`src/common/usr_pkg.sv`:
```
// shared types, register map and firmware constants
// for the user logic block

package usr_pkg;

    // ----------------------------------------------------------------------
    // vector types
    // ----------------------------------------------------------------------
    typedef logic [31:0] data_t;
    typedef logic [5:0]  word_addr_t;
    typedef logic [15:0] cnt_t;

    // one register access from the bus front end
    typedef struct packed {
        word_addr_t addr;
        data_t      wdata;
        logic       wr;
        logic       rd;
    } reg_bus_t;

    // write request into a single pwm channel
    typedef struct packed {
        logic period_we;
        logic duty_we;
        cnt_t wdata;
    } chan_wr_t;

    // readback of a single pwm channel
    typedef struct packed {
        cnt_t period;
        cnt_t duty;
    } chan_regs_t;

    typedef struct packed {
        data_t ctrl;
        data_t test0;
        data_t test1;
    } glob_regs_t;

    // ----------------------------------------------------------------------
    // register map, word indices
    // ----------------------------------------------------------------------
    localparam word_addr_t UREG_FIRMWARE_DATE = 6'd0;
    localparam word_addr_t UREG_FIRMWARE_TIME = 6'd1;
    localparam word_addr_t UREG_CTRL          = 6'd2;
    localparam word_addr_t UREG_TEST0         = 6'd3;
    localparam word_addr_t UREG_TEST1         = 6'd4;
    // channel n: period at base + 2n, duty at base + 2n + 1
    localparam word_addr_t UREG_CHAN_BASE     = 6'd8;

    // build identification, read only
    localparam data_t FIRMWARE_DATE = 32'h5a17_0c3e;
    localparam data_t FIRMWARE_TIME = 32'h0000_1d42;

endpackage

```
`src/hdl/axi4lite_ctrl.sv`:
```
// axi4-lite slave front end
// turns bus transactions into register write and read strobes

`timescale 1ns/1ps

module axi4lite_ctrl (
    input  logic             s_axi_clk,
    input  logic             s_axi_resetn,

    // write address and data
    input  logic [31:0]      s_axi_awaddr,
    input  logic [2:0]       s_axi_awprot,
    output logic             s_axi_awready,
    input  logic             s_axi_awvalid,
    input  logic [31:0]      s_axi_wdata,
    input  logic [3:0]       s_axi_wstrb,
    input  logic             s_axi_wvalid,
    output logic             s_axi_wready,

    // write response
    output logic [1:0]       s_axi_bresp,
    output logic             s_axi_bvalid,
    input  logic             s_axi_bready,

    // read address and data
    input  logic [31:0]      s_axi_araddr,
    input  logic [2:0]       s_axi_arprot,
    output logic             s_axi_arready,
    input  logic             s_axi_arvalid,
    output logic [31:0]      s_axi_rdata,
    output logic             s_axi_rvalid,
    output logic [1:0]       s_axi_rresp,
    input  logic             s_axi_rready,

    // register side
    output usr_pkg::reg_bus_t bus,
    input  usr_pkg::data_t    rdata
);

    localparam logic [1:0] RESP_OKAY = 2'b00;

    logic wr_ack;
    logic rd_ack;
    logic bvalid_q;
    logic rvalid_q;
    logic wr_start;
    logic rd_start;

    // ----------------------------------------------------------------------
    // handshake
    // ----------------------------------------------------------------------

    // a write needs address and data together, and no response in flight
    assign wr_start = s_axi_awvalid & s_axi_wvalid & ~wr_ack & ~bvalid_q;

    // writes win a tie so the shared strobe bus never carries both
    assign rd_start = s_axi_arvalid & ~rd_ack & ~rvalid_q & ~wr_start;

    always_ff @(posedge s_axi_clk) begin
        if (!s_axi_resetn) begin
            wr_ack <= 1'b0;
            rd_ack <= 1'b0;
        end else begin
            wr_ack <= wr_start;
            rd_ack <= rd_start;
        end
    end

    // response flags, held until the master takes them
    always_ff @(posedge s_axi_clk) begin
        if (!s_axi_resetn) begin
            bvalid_q <= 1'b0;
            rvalid_q <= 1'b0;
        end else begin
            if (wr_ack) begin
                bvalid_q <= 1'b1;
            end else if (s_axi_bready) begin
                bvalid_q <= 1'b0;
            end

            if (rd_ack) begin
                rvalid_q <= 1'b1;
            end else if (s_axi_rready) begin
                rvalid_q <= 1'b0;
            end
        end
    end

    // ----------------------------------------------------------------------
    // register strobes
    // ----------------------------------------------------------------------

    // word index from byte address bits 7..2
    assign bus.addr  = wr_ack ? s_axi_awaddr[7:2] : s_axi_araddr[7:2];
    assign bus.wdata = s_axi_wdata;
    assign bus.wr    = wr_ack;
    assign bus.rd    = rd_ack;

    assign s_axi_awready = wr_ack;
    assign s_axi_wready  = wr_ack;
    assign s_axi_arready = rd_ack;

    assign s_axi_bvalid = bvalid_q;
    assign s_axi_bresp  = RESP_OKAY;
    assign s_axi_rvalid = rvalid_q;
    assign s_axi_rresp  = RESP_OKAY;
    // read data is registered in the read mux on the arready cycle
    assign s_axi_rdata  = rdata;

endmodule

```
`src/hdl/read_mux.sv`:
```
// registered read data selection over globals and pwm channels

`timescale 1ns/1ps

module read_mux #(
    parameter int NCH = 4
) (
    input  logic                            s_axi_clk,
    input  usr_pkg::reg_bus_t               bus,
    input  usr_pkg::glob_regs_t             globs,
    input  usr_pkg::chan_regs_t [NCH-1:0]   chans,
    output usr_pkg::data_t                  rdata
);

    usr_pkg::data_t sel;

    always_comb begin
        // unmapped words read as zero
        sel = '0;
        case (bus.addr)
            usr_pkg::UREG_FIRMWARE_DATE: sel = usr_pkg::FIRMWARE_DATE;
            usr_pkg::UREG_FIRMWARE_TIME: sel = usr_pkg::FIRMWARE_TIME;
            usr_pkg::UREG_CTRL:          sel = globs.ctrl;
            usr_pkg::UREG_TEST0:         sel = globs.test0;
            usr_pkg::UREG_TEST1:         sel = globs.test1;
            default: begin
            end
        endcase

        // channel words, zero extended
        for (int n = 0; n < NCH; n++) begin
            if (bus.addr == usr_pkg::word_addr_t'(usr_pkg::UREG_CHAN_BASE + 2 * n)) begin
                sel = {16'h0000, chans[n].period};
            end
            if (bus.addr == usr_pkg::word_addr_t'(usr_pkg::UREG_CHAN_BASE + 2 * n + 1)) begin
                sel = {16'h0000, chans[n].duty};
            end
        end
    end

    // captured on the arready cycle, presented with rvalid
    always_ff @(posedge s_axi_clk) begin
        if (bus.rd) begin
            rdata <= sel;
        end
    end

endmodule

```
`src/hdl/reg_decode.sv`:
```
// global registers and write steering to the pwm channels

`timescale 1ns/1ps

module reg_decode #(
    parameter int NCH = 4
) (
    input  logic                            s_axi_clk,
    input  logic                            s_axi_resetn,
    input  usr_pkg::reg_bus_t               bus,
    output usr_pkg::glob_regs_t             globs,
    output usr_pkg::chan_wr_t [NCH-1:0]     chan_wr,
    output logic [NCH-1:0]                  chan_en
);

    // ----------------------------------------------------------------------
    // global registers
    // ----------------------------------------------------------------------
    always_ff @(posedge s_axi_clk) begin
        if (!s_axi_resetn) begin
            globs <= '0;
        end else if (bus.wr) begin
            case (bus.addr)
                usr_pkg::UREG_CTRL: begin
                    globs.ctrl <= bus.wdata;
                end
                usr_pkg::UREG_TEST0: begin
                    globs.test0 <= bus.wdata;
                end
                usr_pkg::UREG_TEST1: begin
                    globs.test1 <= bus.wdata;
                end
                default: begin
                end
            endcase
        end
    end

    // ----------------------------------------------------------------------
    // per channel write enables
    // ----------------------------------------------------------------------
    for (genvar n = 0; n < NCH; n++) begin : g_chan
        localparam usr_pkg::word_addr_t PERIOD_ADDR =
            usr_pkg::word_addr_t'(usr_pkg::UREG_CHAN_BASE + 2 * n);
        localparam usr_pkg::word_addr_t DUTY_ADDR =
            usr_pkg::word_addr_t'(usr_pkg::UREG_CHAN_BASE + 2 * n + 1);

        assign chan_wr[n].period_we = bus.wr && (bus.addr == PERIOD_ADDR);
        assign chan_wr[n].duty_we   = bus.wr && (bus.addr == DUTY_ADDR);
        // only the low half of the word is kept
        assign chan_wr[n].wdata     = bus.wdata[15:0];

        // channel n runs while ctrl bit n is set
        assign chan_en[n] = globs.ctrl[n];
    end

endmodule

```
`src/hdl/usr_logic.sv`:
```
// top level of the user logic block
// axi4-lite front end, register decoder, pwm row and read mux

`timescale 1ns/1ps

module usr_logic #(
    parameter int NCH = 4
) (
    input  logic                s_axi_clk,
    input  logic                s_axi_resetn,

    input  logic [31:0]         s_axi_awaddr,
    input  logic [2:0]          s_axi_awprot,
    output logic                s_axi_awready,
    input  logic                s_axi_awvalid,
    input  logic [31:0]         s_axi_wdata,
    input  logic [3:0]          s_axi_wstrb,
    input  logic                s_axi_wvalid,
    output logic                s_axi_wready,
    output logic [1:0]          s_axi_bresp,
    output logic                s_axi_bvalid,
    input  logic                s_axi_bready,

    input  logic [31:0]         s_axi_araddr,
    input  logic [2:0]          s_axi_arprot,
    output logic                s_axi_arready,
    input  logic                s_axi_arvalid,
    output logic [31:0]         s_axi_rdata,
    output logic                s_axi_rvalid,
    output logic [1:0]          s_axi_rresp,
    input  logic                s_axi_rready,

    output logic                test_gpio,
    output usr_pkg::data_t      reg_ctrl,
    output logic [NCH-1:0]      pwm
);

    usr_pkg::reg_bus_t                  bus;
    usr_pkg::data_t                     rdata;
    usr_pkg::glob_regs_t                globs;
    usr_pkg::chan_wr_t   [NCH-1:0]      chan_wr;
    usr_pkg::chan_regs_t [NCH-1:0]      chan_regs;
    logic                [NCH-1:0]      chan_en;

    // ----------------------------------------------------------------------
    // bus side
    // ----------------------------------------------------------------------
    axi4lite_ctrl m_axi4lite (.*);

    reg_decode #(.NCH(NCH)) m_reg_decode (
        .s_axi_clk    (s_axi_clk),
        .s_axi_resetn (s_axi_resetn),
        .bus          (bus),
        .globs        (globs),
        .chan_wr      (chan_wr),
        .chan_en      (chan_en)
    );

    read_mux #(.NCH(NCH)) m_read_mux (
        .s_axi_clk (s_axi_clk),
        .bus       (bus),
        .globs     (globs),
        .chans     (chan_regs),
        .rdata     (rdata)
    );

    // ----------------------------------------------------------------------
    // pwm row
    // ----------------------------------------------------------------------
    for (genvar n = 0; n < NCH; n++) begin : g_pwm
        pwm_channel m_pwm (
            .s_axi_clk    (s_axi_clk),
            .s_axi_resetn (s_axi_resetn),
            .wr           (chan_wr[n]),
            .en           (chan_en[n]),
            .regs         (chan_regs[n]),
            .pwm          (pwm[n])
        );
    end

    assign test_gpio = globs.test0[0];
    assign reg_ctrl  = globs.ctrl;

endmodule

```
`src/pwm/pwm_channel.sv`:
```
// one pwm channel: period and duty registers, counter, output

`timescale 1ns/1ps

module pwm_channel (
    input  logic                s_axi_clk,
    input  logic                s_axi_resetn,
    input  usr_pkg::chan_wr_t   wr,
    input  logic                en,
    output usr_pkg::chan_regs_t regs,
    output logic                pwm
);

    usr_pkg::cnt_t period_q;
    usr_pkg::cnt_t duty_q;
    // working copies, taken over at each wrap
    usr_pkg::cnt_t period_act;
    usr_pkg::cnt_t duty_act;
    usr_pkg::cnt_t cnt;
    logic          wrap;

    always_ff @(posedge s_axi_clk) begin
        if (!s_axi_resetn) begin
            period_q <= '0;
            duty_q   <= '0;
        end else begin
            if (wr.period_we) begin
                period_q <= wr.wdata;
            end
            if (wr.duty_we) begin
                duty_q <= wr.wdata;
            end
        end
    end

    assign wrap = (cnt >= period_act);

    // counter runs 0..period, so one cycle is period + 1 clocks
    always_ff @(posedge s_axi_clk) begin
        if (!s_axi_resetn) begin
            cnt        <= '0;
            period_act <= '0;
            duty_act   <= '0;
        end else if (!en || wrap) begin
            cnt        <= '0;
            period_act <= period_q;
            duty_act   <= duty_q;
        end else begin
            cnt <= cnt + 1'b1;
        end
    end

    assign pwm          = en && (cnt < duty_act);
    assign regs.period  = period_q;
    assign regs.duty    = duty_q;

endmodule

```
`config.mk`:
```
export PLATFORM = sky130hd
export DESIGN_NAME = usr_logic
export DESIGN_NICKNAME = d
export VERILOG_FILES = /design/src/common/usr_pkg.sv /design/src/hdl/axi4lite_ctrl.sv /design/src/hdl/read_mux.sv /design/src/hdl/reg_decode.sv /design/src/hdl/usr_logic.sv /design/src/pwm/pwm_channel.sv
export SDC_FILE = /design/constraint.sdc
export NUM_CORES = 1
export LEC_CHECK = 0
export BUFFER_PORTS_ARGS = -buffer_cell sky130_fd_sc_hd__buf_2
export CAP_MARGIN = 30
export CORE_MARGIN = 1
export CORE_UTILIZATION = 30
export CTS_CLUSTER_DIAMETER = 200
export DETAILED_ROUTE_END_ITERATION = 7
export SLEW_MARGIN = 5
export SYNTH_ARGS = -nofsm -noshare
export SYNTH_HDL_FRONTEND = slang
export SYNTH_HIERARCHICAL = 1
export SYNTH_SLANG_ARGS = --single-unit
```
`constraint.sdc`:
```
create_clock -name s_axi_clk -period 4.34 [get_ports s_axi_clk]
set_input_delay 0 -clock s_axi_clk [delete_from_list [all_inputs] [get_ports s_axi_clk]]
set_output_delay 0 -clock s_axi_clk [all_outputs]
set_load 0.01 [all_outputs]
```
Yosys cells after proc, flatten, opt, wreduce, memory -nomap -nowiden

Cells that the tools add are included.

Flip-flop bits (word level): 452
Input bits: 113
Output and inout port bits: 78
Logic and storage cells: 110

Add/sub/neg operators: 4
$lt $le $gt $ge: 8
Equal/unequal tests: 12
Multiplexer cells: 14
Bitwise logic cells: 12
Reduce and logical (&&, ||, !) cells: 31

Operators with widths:

| operator                | count |
|---|---|
| $pmux W32 S5            | 1 |
| $mux W16                | 8 |
| $add A16 B1 Y16 const B | 4 |
| $ge A16 B16 Y1          | 4 |
| $lt A16 B16 Y1          | 4 |
| $eq A6 B4 Y1 const B    | 8 |
| $eq A6 B2 Y1 const B    | 2 |
| $logic_and A1 B1 Y1     | 12 |
| $reduce_or A2 Y1        | 4 |
| $reduce_or A8 Y1        | 1 |
| $and A1 B1 Y1           | 6 |
| $eq A6 B1 Y1 const B    | 1 |
| $eq A6 B3 Y1 const B    | 1 |
| $logic_not A6 Y1        | 1 |
| $mux W6                 | 1 |
| $not A1 Y1              | 6 |
| $reduce_and A2 Y1       | 3 |
| $logic_not A1 Y1        | 4 |
| $logic_or A1 B1 Y1      | 4 |
| $mux W1                 | 4 |
| $reduce_bool A2 Y1      | 2 |

Longest topological paths before layout

Gate-level depths: netlist of run 1.

Depth in word-level cells: 11
Mapped depth: 10
Gate-level depth less buffers: 7

Modules after synthesis

The synthesis of run 1 kept the hierarchy.

By module, submodules not included:

| module        | times used | cells an instance | area each (um^2) | sequential area each (um^2) |
|---|---|---|---|---|
| pwm_channel   | 4          | 420               | 3952.5           | 1601.5 |
| reg_decode    | 1          | 434               | 4160.2           | 1921.8 |
| read_mux      | 1          | 372               | 3036.7           | 960.9 |
| axi4lite_ctrl | 1          | 91                | 764.5            | 80.1 |

Worst setup path after synthesis of run 1

No wires, ideal clock.

Kind: register to register
From: register m_axi4lite.wr_ack (netlist: m_axi4lite/s_axi_awready)
To: register g_pwm[0].m_pwm.period_q[10]
Setup time: 0.116 ns
Arrival: 2.683 ns
Required time: 4.224 ns
Path slack: 1.541 ns
Stages on the path, launching flop included: 9
Path buffers: 3
Period minus slack after synthesis: 2.799 ns
Cell sequence: dfxtp_1 -> buf_6 -> mux2_2 -> or4b_2 -> nor3_1 -> clkbuf_1 -> buf_2 -> mux2i_1 -> nor2b_1

RTL lines:

| element                | line                | source |
|---|---|---|
| from (decl)            | axi4lite_ctrl.sv:42 | `logic wr_ack;` |
| from (signal assigned) | axi4lite_ctrl.sv:64 | `wr_ack <= wr_start;` |
| to (signal assigned)   | pwm_channel.sv:28   | `period_q <= wr.wdata;` |
| to (decl)              | pwm_channel.sv:14   | `usr_pkg::cnt_t period_q;` |

==> results of run 1 <==
==> worst min path at each step <==
stage	slack [ns]	to	start	cells after the start
floorplan	0.12	m_axi4lite/s_axi_bvalid	s_axi_resetn	1
global placement	0.23	m_axi4lite/s_axi_arready	s_axi_arvalid	3
detailed placement	0.23	m_axi4lite/s_axi_arready	s_axi_arvalid	3
CTS	0.12	m_read_mux/rdata[17]	s_axi_araddr[2]	5
global route	0.22	m_read_mux/rdata[30]	s_axi_awaddr[2]	5
finish	0.16	m_read_mux/rdata[17]	s_axi_araddr[2]	5
==> state kept, by name (all words and copies together), names as in the netlist <==
name,flops
m_axi4lite/s_axi_awready,1
m_reg_decode/globs,92
g_pwm.m_pwm/duty_act,64
g_pwm.m_pwm/period_q,64
m_axi4lite/s_axi_arready,1
m_axi4lite/s_axi_rvalid,1
g_pwm.m_pwm/period_act,64
g_pwm.m_pwm/duty_q,64
m_axi4lite/s_axi_bvalid,1
g_pwm.m_pwm/cnt,64
m_read_mux/rdata,32
m_reg_decode/chan_en,4
==> power by group <==
part	internal (mW)	total, mW	switching (mW)
registers	4.21	4.23	0.0185
logic	0.131	0.398	0.267
clock network	2.53	4.29	1.75
==> layer usage <==
layer  vias up  share of wire (%)
met5         -              0.079
met4         8                2.6
met3       106                5.0
met2       392                 44
met1      8393                 48
li1       8570                  -
==> cells by family (layout without fill, tap and decap cells) <==
kind of cell               count (synthesis)  in the layout  synth area share (%)
and+or+nand+nor                          876            876                  18.3
DFF                                      452            452                  39.4
buffers and inverters                    444            452                  10.1
muxes                                    384            384                  16.4
AOI/OAI and AO/OA                        236            236                  7.01
adders and majority gates                128            128                  6.74
xor gates and xnor gates                  56             56                  2.06
other                                      1              4                0.0158
==> cell usage after synthesis, drive strengths merged, types with 6 or more instances <==
library cell,number
edfxtp,32
o21ai,61
dfxtp,420
nand3,50
mux2i,365
a221oi,14
clkbuf,89
buf,195
nand2b,13
a21o,21
o2111ai,8
nand2,470
a211oi,18
nor2b,143
a21oi,43
nor3b,6
ha,128
nor2,35
o21a,6
xor2,16
a22oi,17
xnor2,40
nor3,19
a31oi,12
and3,69
nor4,14
nand4,32
or2,6
inv,160
mux2,17
==> what timing repair did <==
action,in CTS,in global routing
hold buffers,39,0
endpoints found under the hold margin,253,0
setup endpoints to repair,0,0
==> worst max-delay path: cells and delay by family, from the launching register on <==
family,cells,cell delay [ns]
AO/OA/AOI/OAI,3,0.82
flip-flops,1,0.80
multiplexers,1,0.57
AND/OR/NAND/NOR,2,1.44
==> layout make-up <==
class / instances / area (um^2) / area share, %
multi-input cells: 1684 / 12100 / 45.7
flip-flops and latches: 452 / 9370 / 35.5
repair buffers: 204 / 1420 / 5.37
clock buffers: 65 / 1350 / 5.12
well taps: 1040 / 1300 / 4.94
inverters: 160 / 601 / 2.28
clock inverters: 23 / 273 / 1.03
==> results.md, run 1 <==
- Met3 Usage GRT: 2.26%
- Reg2Reg Setup Slack: 0.56 ns
- First-pass DRT Iterations: 5
- Synth Area per Inst: 9.22 um^2
- Initial antenna violation count: 5
- Final core occ: 33.8%
- Post-synth top area share: 35.4%
- Most frequent cells in the layout: 469 x nand2_1, 419 x dfxtp_1, 365 x mux2i_1, 160 x inv_1, 143 x nor2b_1
- Static Leak: 10.0 nW
- Post-CTS sizing: 0
- Layout overhead on the synthesized area: 10.9%
- Biggest area consumer among synthesized cells: dfxtp_1
- Vias in the first global route: 16.9k
- Minimum clock period after layout: 3.78 ns
- Via count: 17.5k
- Reg2Reg Depth: 6
- Met2 usage: 24.8%
- Setup TNS Final: 0 ns
- Vias/cell: 4.82
- Mapped Area: 0.0238 mm^2
- Nets: 2792
- Post-route cell area: 0.0264 mm^2
- Met1 Usage GRT: 22.5%
- Sequential area share after synthesis: 39.4%
- Number of cells in the finished layout apart from fillers: 3628
- IO buf count: 124
- # Post-CTS Setup Buffers: 0
- Routed WL per cell: 17.8 um
- CTS tree: built
- Synth area leaders: dfxtp_1 35%, mux2i_1 15%, nand2_1 7.4%, ha_1 6.7%, buf_4 4.7%
- #FFs+latches synth: 452
- Fill cells: 8041
- Worst-path clk slew: 0.06 ns
- WP data required: 4.81 ns
- CP endpoint: m_read_mux/rdata[10]
- Post-Place Setup Slack: 0.767 ns
- Root Driver: clkbuf_16
- I/O pin count: 191
- DP HPWL: 46.4 mm
- Worst R2R End: m_read_mux/rdata[10]
- Worst Skew: 0.0273 ns
- Setup ws final: 0.557 ns
- WL final: 64.6 mm
- Clock sinks: 452
- Peak VDD IR: 257 uV
- # H-tree levels: 2
- CP Launch Type: register
- Slew Limit Fails: 0
- CTS max path bufs: 3
- Routability Congestion: 0.895
- Crit Path Class: register to register
- PwrDens: 338 mW/mm^2
- Status: finished clean
- Slowest stage cell, crit path: or4_1
- Rows: 102
- Number of synthesized flops with an enable pin: 32
- Number of remaining DRC errors: 0
- Syn Inst Count: 2577
- Clk_lat worst skew: 0.60 ns
- Share of cells above drive strength 1: 11.2%
- Crit-path max FO: 19
- Tcrit/Tclk final: 87.2%
- Max-cap check violation count: 0
- Initial Util: 30.5%
- Ys async rst share: 0%
- Worst r2r src: m_axi4lite/s_axi_awready
- RSZ-0062 raised after global routing: false
- Main synth FF type: dfxtp_1
- Inserted Clock Buffers: 49
- DRT antenna net count: 0
- Worst Hold Class: input pin to register
- Gr busiest metal: met2
- Global-route wire length before repair: 100 mm
- Die area: 0.0804 mm^2
- Ant diodes: 0
- Tightest Pin Transition: 1.00 ns
- Die H: 283 um
- DRT iter0 DRCs: 1368
- Max Freq: 0.264 GHz
- Slowest cell delay on critical path: 0.86 ns
- Placed cell area: 0.0243 mm^2
- Headroom to the max-slew limit: 33.1%
- Placed Cells: 3500
- Grt ovf: 0
- CP startpoint: m_axi4lite/s_axi_awready
- Synthesis warning total: 6
- CP Cell Sequence: mux2_2 -> or4_1 -> nor2_1 -> a22oi_1 -> a21oi_1 -> a211o_1
- Yosys cell types: 73
- Min Hold Slack: 0.156 ns
- Core area: 0.0780 mm^2
- Hold Fails Final Rpt: 0
- Total chip power: 8.91 mW
- Chip Width: 283 um
- Final setup viols: 0
- Gr usage total: 15.9%
- Data arrival time of the critical path: 4.26 ns
- Worst Setup End Kind: register
- Largest net degree at the start of global routing: 140
- Most common cell after layout, fill and taps aside: nand2_1
(Power assumes the default switching activity.)
==> run 2: changes to the inputs <==
--- a/config.mk
+++ b/config.mk
@@ -8,9 +8,11 @@
 export BUFFER_PORTS_ARGS = -buffer_cell sky130_fd_sc_hd__buf_2
 export CAP_MARGIN = 30
 export CORE_MARGIN = 1
-export CORE_UTILIZATION = 30
+export CORE_UTILIZATION = 55
 export CTS_CLUSTER_DIAMETER = 200
 export DETAILED_ROUTE_END_ITERATION = 7
+export PLACE_DENSITY = 0.74
+export SKIP_CTS_REPAIR_TIMING = 1
 export SLEW_MARGIN = 5
 export SYNTH_ARGS = -nofsm -noshare
 export SYNTH_HDL_FRONTEND = slang
==> constraint.sdc (replaced) <==
create_clock -name s_axi_clk -period 4.34 [get_ports s_axi_clk]
set_input_delay 0.217 -clock s_axi_clk [delete_from_list [all_inputs] [get_ports s_axi_clk]]
set_output_delay 0.217 -clock s_axi_clk [all_outputs]
set_load 0.01 [all_outputs]
==> results.md, run 2 (synthesis gave the netlist of run 1 again) <==
- Nets: 2765 (was 2792)
- Area of the multi-input gates: 0.0121 mm^2 (unchanged)
- Most common cell after layout, fill and taps aside: nand2_1 (unchanged)
- Placed cell area: 0.0237 mm^2 (was 0.0243 mm^2)
- Worst Skew: 0.0144 ns (was 0.0273 ns)
- First-pass DRT Iterations: 6 (was 5)
- DP HPWL: 42.9 mm (was 46.4 mm)
- Ant diodes: 0 (unchanged)
- Vias/cell: 5.65 (was 4.82)
- Core area: 0.0423 mm^2 (was 0.0780 mm^2)
- Worst Hold Class: input pin to register (unchanged)
- Setup ws final: 0.842 ns (was 0.557 ns)
- Worst-path clk slew: 0.06 ns (about the same)
- Grt ovf: 0 (unchanged)
- Vias in the first global route: 17.3k (was 16.9k)
- Share of cells above drive strength 1: 11.3% (was 11.2%)
- Routed WL per cell: 19.5 um (was 17.8 um)
- Post-Place Setup Slack: 0.920 ns (was 0.767 ns)
- Most frequent cells in the layout: 469 x nand2_1, 419 x dfxtp_1, 365 x mux2i_1, 160 x inv_1, 143 x nor2b_1 (unchanged)
- Reg2Reg Setup Slack: 0.84 ns (was 0.56 ns)
- Gr busiest metal: met2 (unchanged)
- Fill cells: 3536 (was 8041)
- Worst Setup End Kind: register (unchanged)
- Via count: 17.7k (was 17.5k)
- Max-cap check violation count: 0 (unchanged)
- Static Leak: 9.94 nW (was 10.0 nW)
- Routability Congestion: 0.968 (was 0.895)
- DRT iter0 DRCs: 1391 (was 1368)
- Slowest cell delay on critical path: 0.84 ns (was 0.86 ns)
- Final core occ: 60.3% (was 33.8%)
- Met1 Usage GRT: 34.6% (was 22.5%)
- Hold Fails Final Rpt: 0 (unchanged)
- # H-tree levels: 2 (unchanged)
- Gr usage total: 27.5% (was 15.9%)
- Layout overhead on the synthesized area: 7.37% (was 10.9%)
- Rows: 75 (was 102)
- Chip Width: 210 um (was 283 um)
- CP Cell Sequence: mux2_2 -> or4_1 -> nor2_1 -> buf_4 -> a221oi_1 -> a21oi_1 -> a211o_1 (was mux2_2 -> or4_1 -> nor2_1 -> a22oi_1 -> a21oi_1 -> a211o_1)
- Crit-path max FO: 19 (unchanged)
- Final setup viols: 0 (unchanged)
- Largest net degree at the start of global routing: 179 (was 140)
- DRT antenna net count: 0 (unchanged)
- Initial Util: 56.2% (was 30.5%)
- Initial antenna violation count: 0 (was 5)
- WP data required: 4.79 ns (was 4.81 ns)
- Post-route cell area: 0.0255 mm^2 (was 0.0264 mm^2)
- CTS tree: built (unchanged)
- Die area: 0.0441 mm^2 (was 0.0804 mm^2)
- Met2 usage: 45.5% (was 24.8%)
- PwrDens: 344 mW/mm^2 (was 338 mW/mm^2)
- Clock sinks: 452 (unchanged)
- WL final: 61.0 mm (was 64.6 mm)
- CTS max path bufs: 3 (unchanged)
- Minimum clock period after layout: 3.50 ns (was 3.78 ns)
- Die H: 210 um (was 283 um)
- Status: finished clean (unchanged)
- Sequential cell area: 0.00937 mm^2 (unchanged)
- RSZ-0062 raised after global routing: false (unchanged)
- Largest Register: m_reg_decode/globs (unchanged)
- Inserted Clock Buffers: 47 (was 49)
- Met3 Usage GRT: 4.89% (was 2.26%)
- Crit Path Class: register to register (unchanged)
- IO buf count: 124 (unchanged)
- Data arrival time of the critical path: 3.95 ns (was 4.26 ns)
- Tcrit/Tclk final: 80.6% (was 87.2%)
- Peak VDD IR: 359 uV (was 257 uV)
- Max FFs per register: 92 (unchanged)
- Slew Limit Fails: 0 (unchanged)
- Clk_lat worst skew: 0.58 ns (was 0.60 ns)
- Total chip power: 8.78 mW (was 8.91 mW)
- CP Launch Type: register (unchanged)
- Global-route wire length before repair: 94.8 mm (was 100 mm)
- Setup TNS Final: 0 ns (unchanged)
- Number of remaining DRC errors: 0 (unchanged)
- Headroom to the max-slew limit: 31.4% (was 33.1%)
- I/O pin count: 191 (unchanged)
- Max Freq: 0.286 GHz (was 0.264 GHz)
- Root Driver: clkbuf_16 (unchanged)
- Tightest Pin Transition: 1.03 ns (was 1.00 ns)
- Slowest stage cell, crit path: or4_1 (unchanged)
==> run 2: cell count changes in the layout (fill, tap and decap cells not counted), sizes merged <==
cell | before | now
buf | 165 | 160
clkinvlp | 1 | 0
clkinv | 16 | 13
clkbuf | 65 | 67
dlygate4sd3 | 39 | 19
bufinv | 6 | 5
==> run 2: per-stage QoR <==
step           cells  hold slack [ns]
2_1_floorplan   2580            0.335
3_3_place_gp    3032            0.411
3_5_place_dp    3032            0.424
4_1_cts         3117           -0.176
5_1_grt         3137           0.0302
6_report        3137           0.0194
==> run 2: cell type report <==
type | count | area share (%)
clock inverters | 18 | 0.853
multi-input cells | 1684 | 47.2
flip-flops and latches | 452 | 36.7
well taps | 577 | 2.83
clock buffers | 67 | 5.42
repair buffers | 179 | 4.62
inverters | 160 | 2.35
==> run 2: routing by layer <==
metal  wire length (um)  vias to the layer above
met5                  0                        -
met4               2720                        0
met3               3670                      148
met2              28800                      543
met1              25900                     8522
li1                   -                     8508
==> run 2: critical path: cells and delay by family, from the launching register on <==
| kind | cells | cell delay, ns |
|---|---|---|
| AOI/OAI and AO/OA | 3 | 0.64 |
| buffers and inverters | 1 | 0.28 |
| DFF | 1 | 0.69 |
| muxes | 1 | 0.56 |
| and+or+nand+nor | 2 | 1.20 |
==> run 2: power breakdown <==
part | switching [mW] | internal (mW) | total [mW] | leakage, nW
combinational | 0.250 | 0.117 | 0.367 | 5.44
sequential | 0.0207 | 4.21 | 4.23 | 3.71
clock | 1.67 | 2.51 | 4.18 | 0.792
==> run 2: worst paths after layout <==
| check | startpoint | depth (start not counted) | end |
|---|---|---|---|
| worst max-delay path | m_axi4lite/s_axi_awready | 7 | m_read_mux/rdata[6] |
| worst min-delay path | s_axi_awvalid | 3 | m_axi4lite/s_axi_arready |
| worst max register to register | m_axi4lite/s_axi_awready | 7 | m_read_mux/rdata[6] |
| worst min register to register | m_axi4lite/s_axi_rvalid | 1 | m_axi4lite/s_axi_arready |
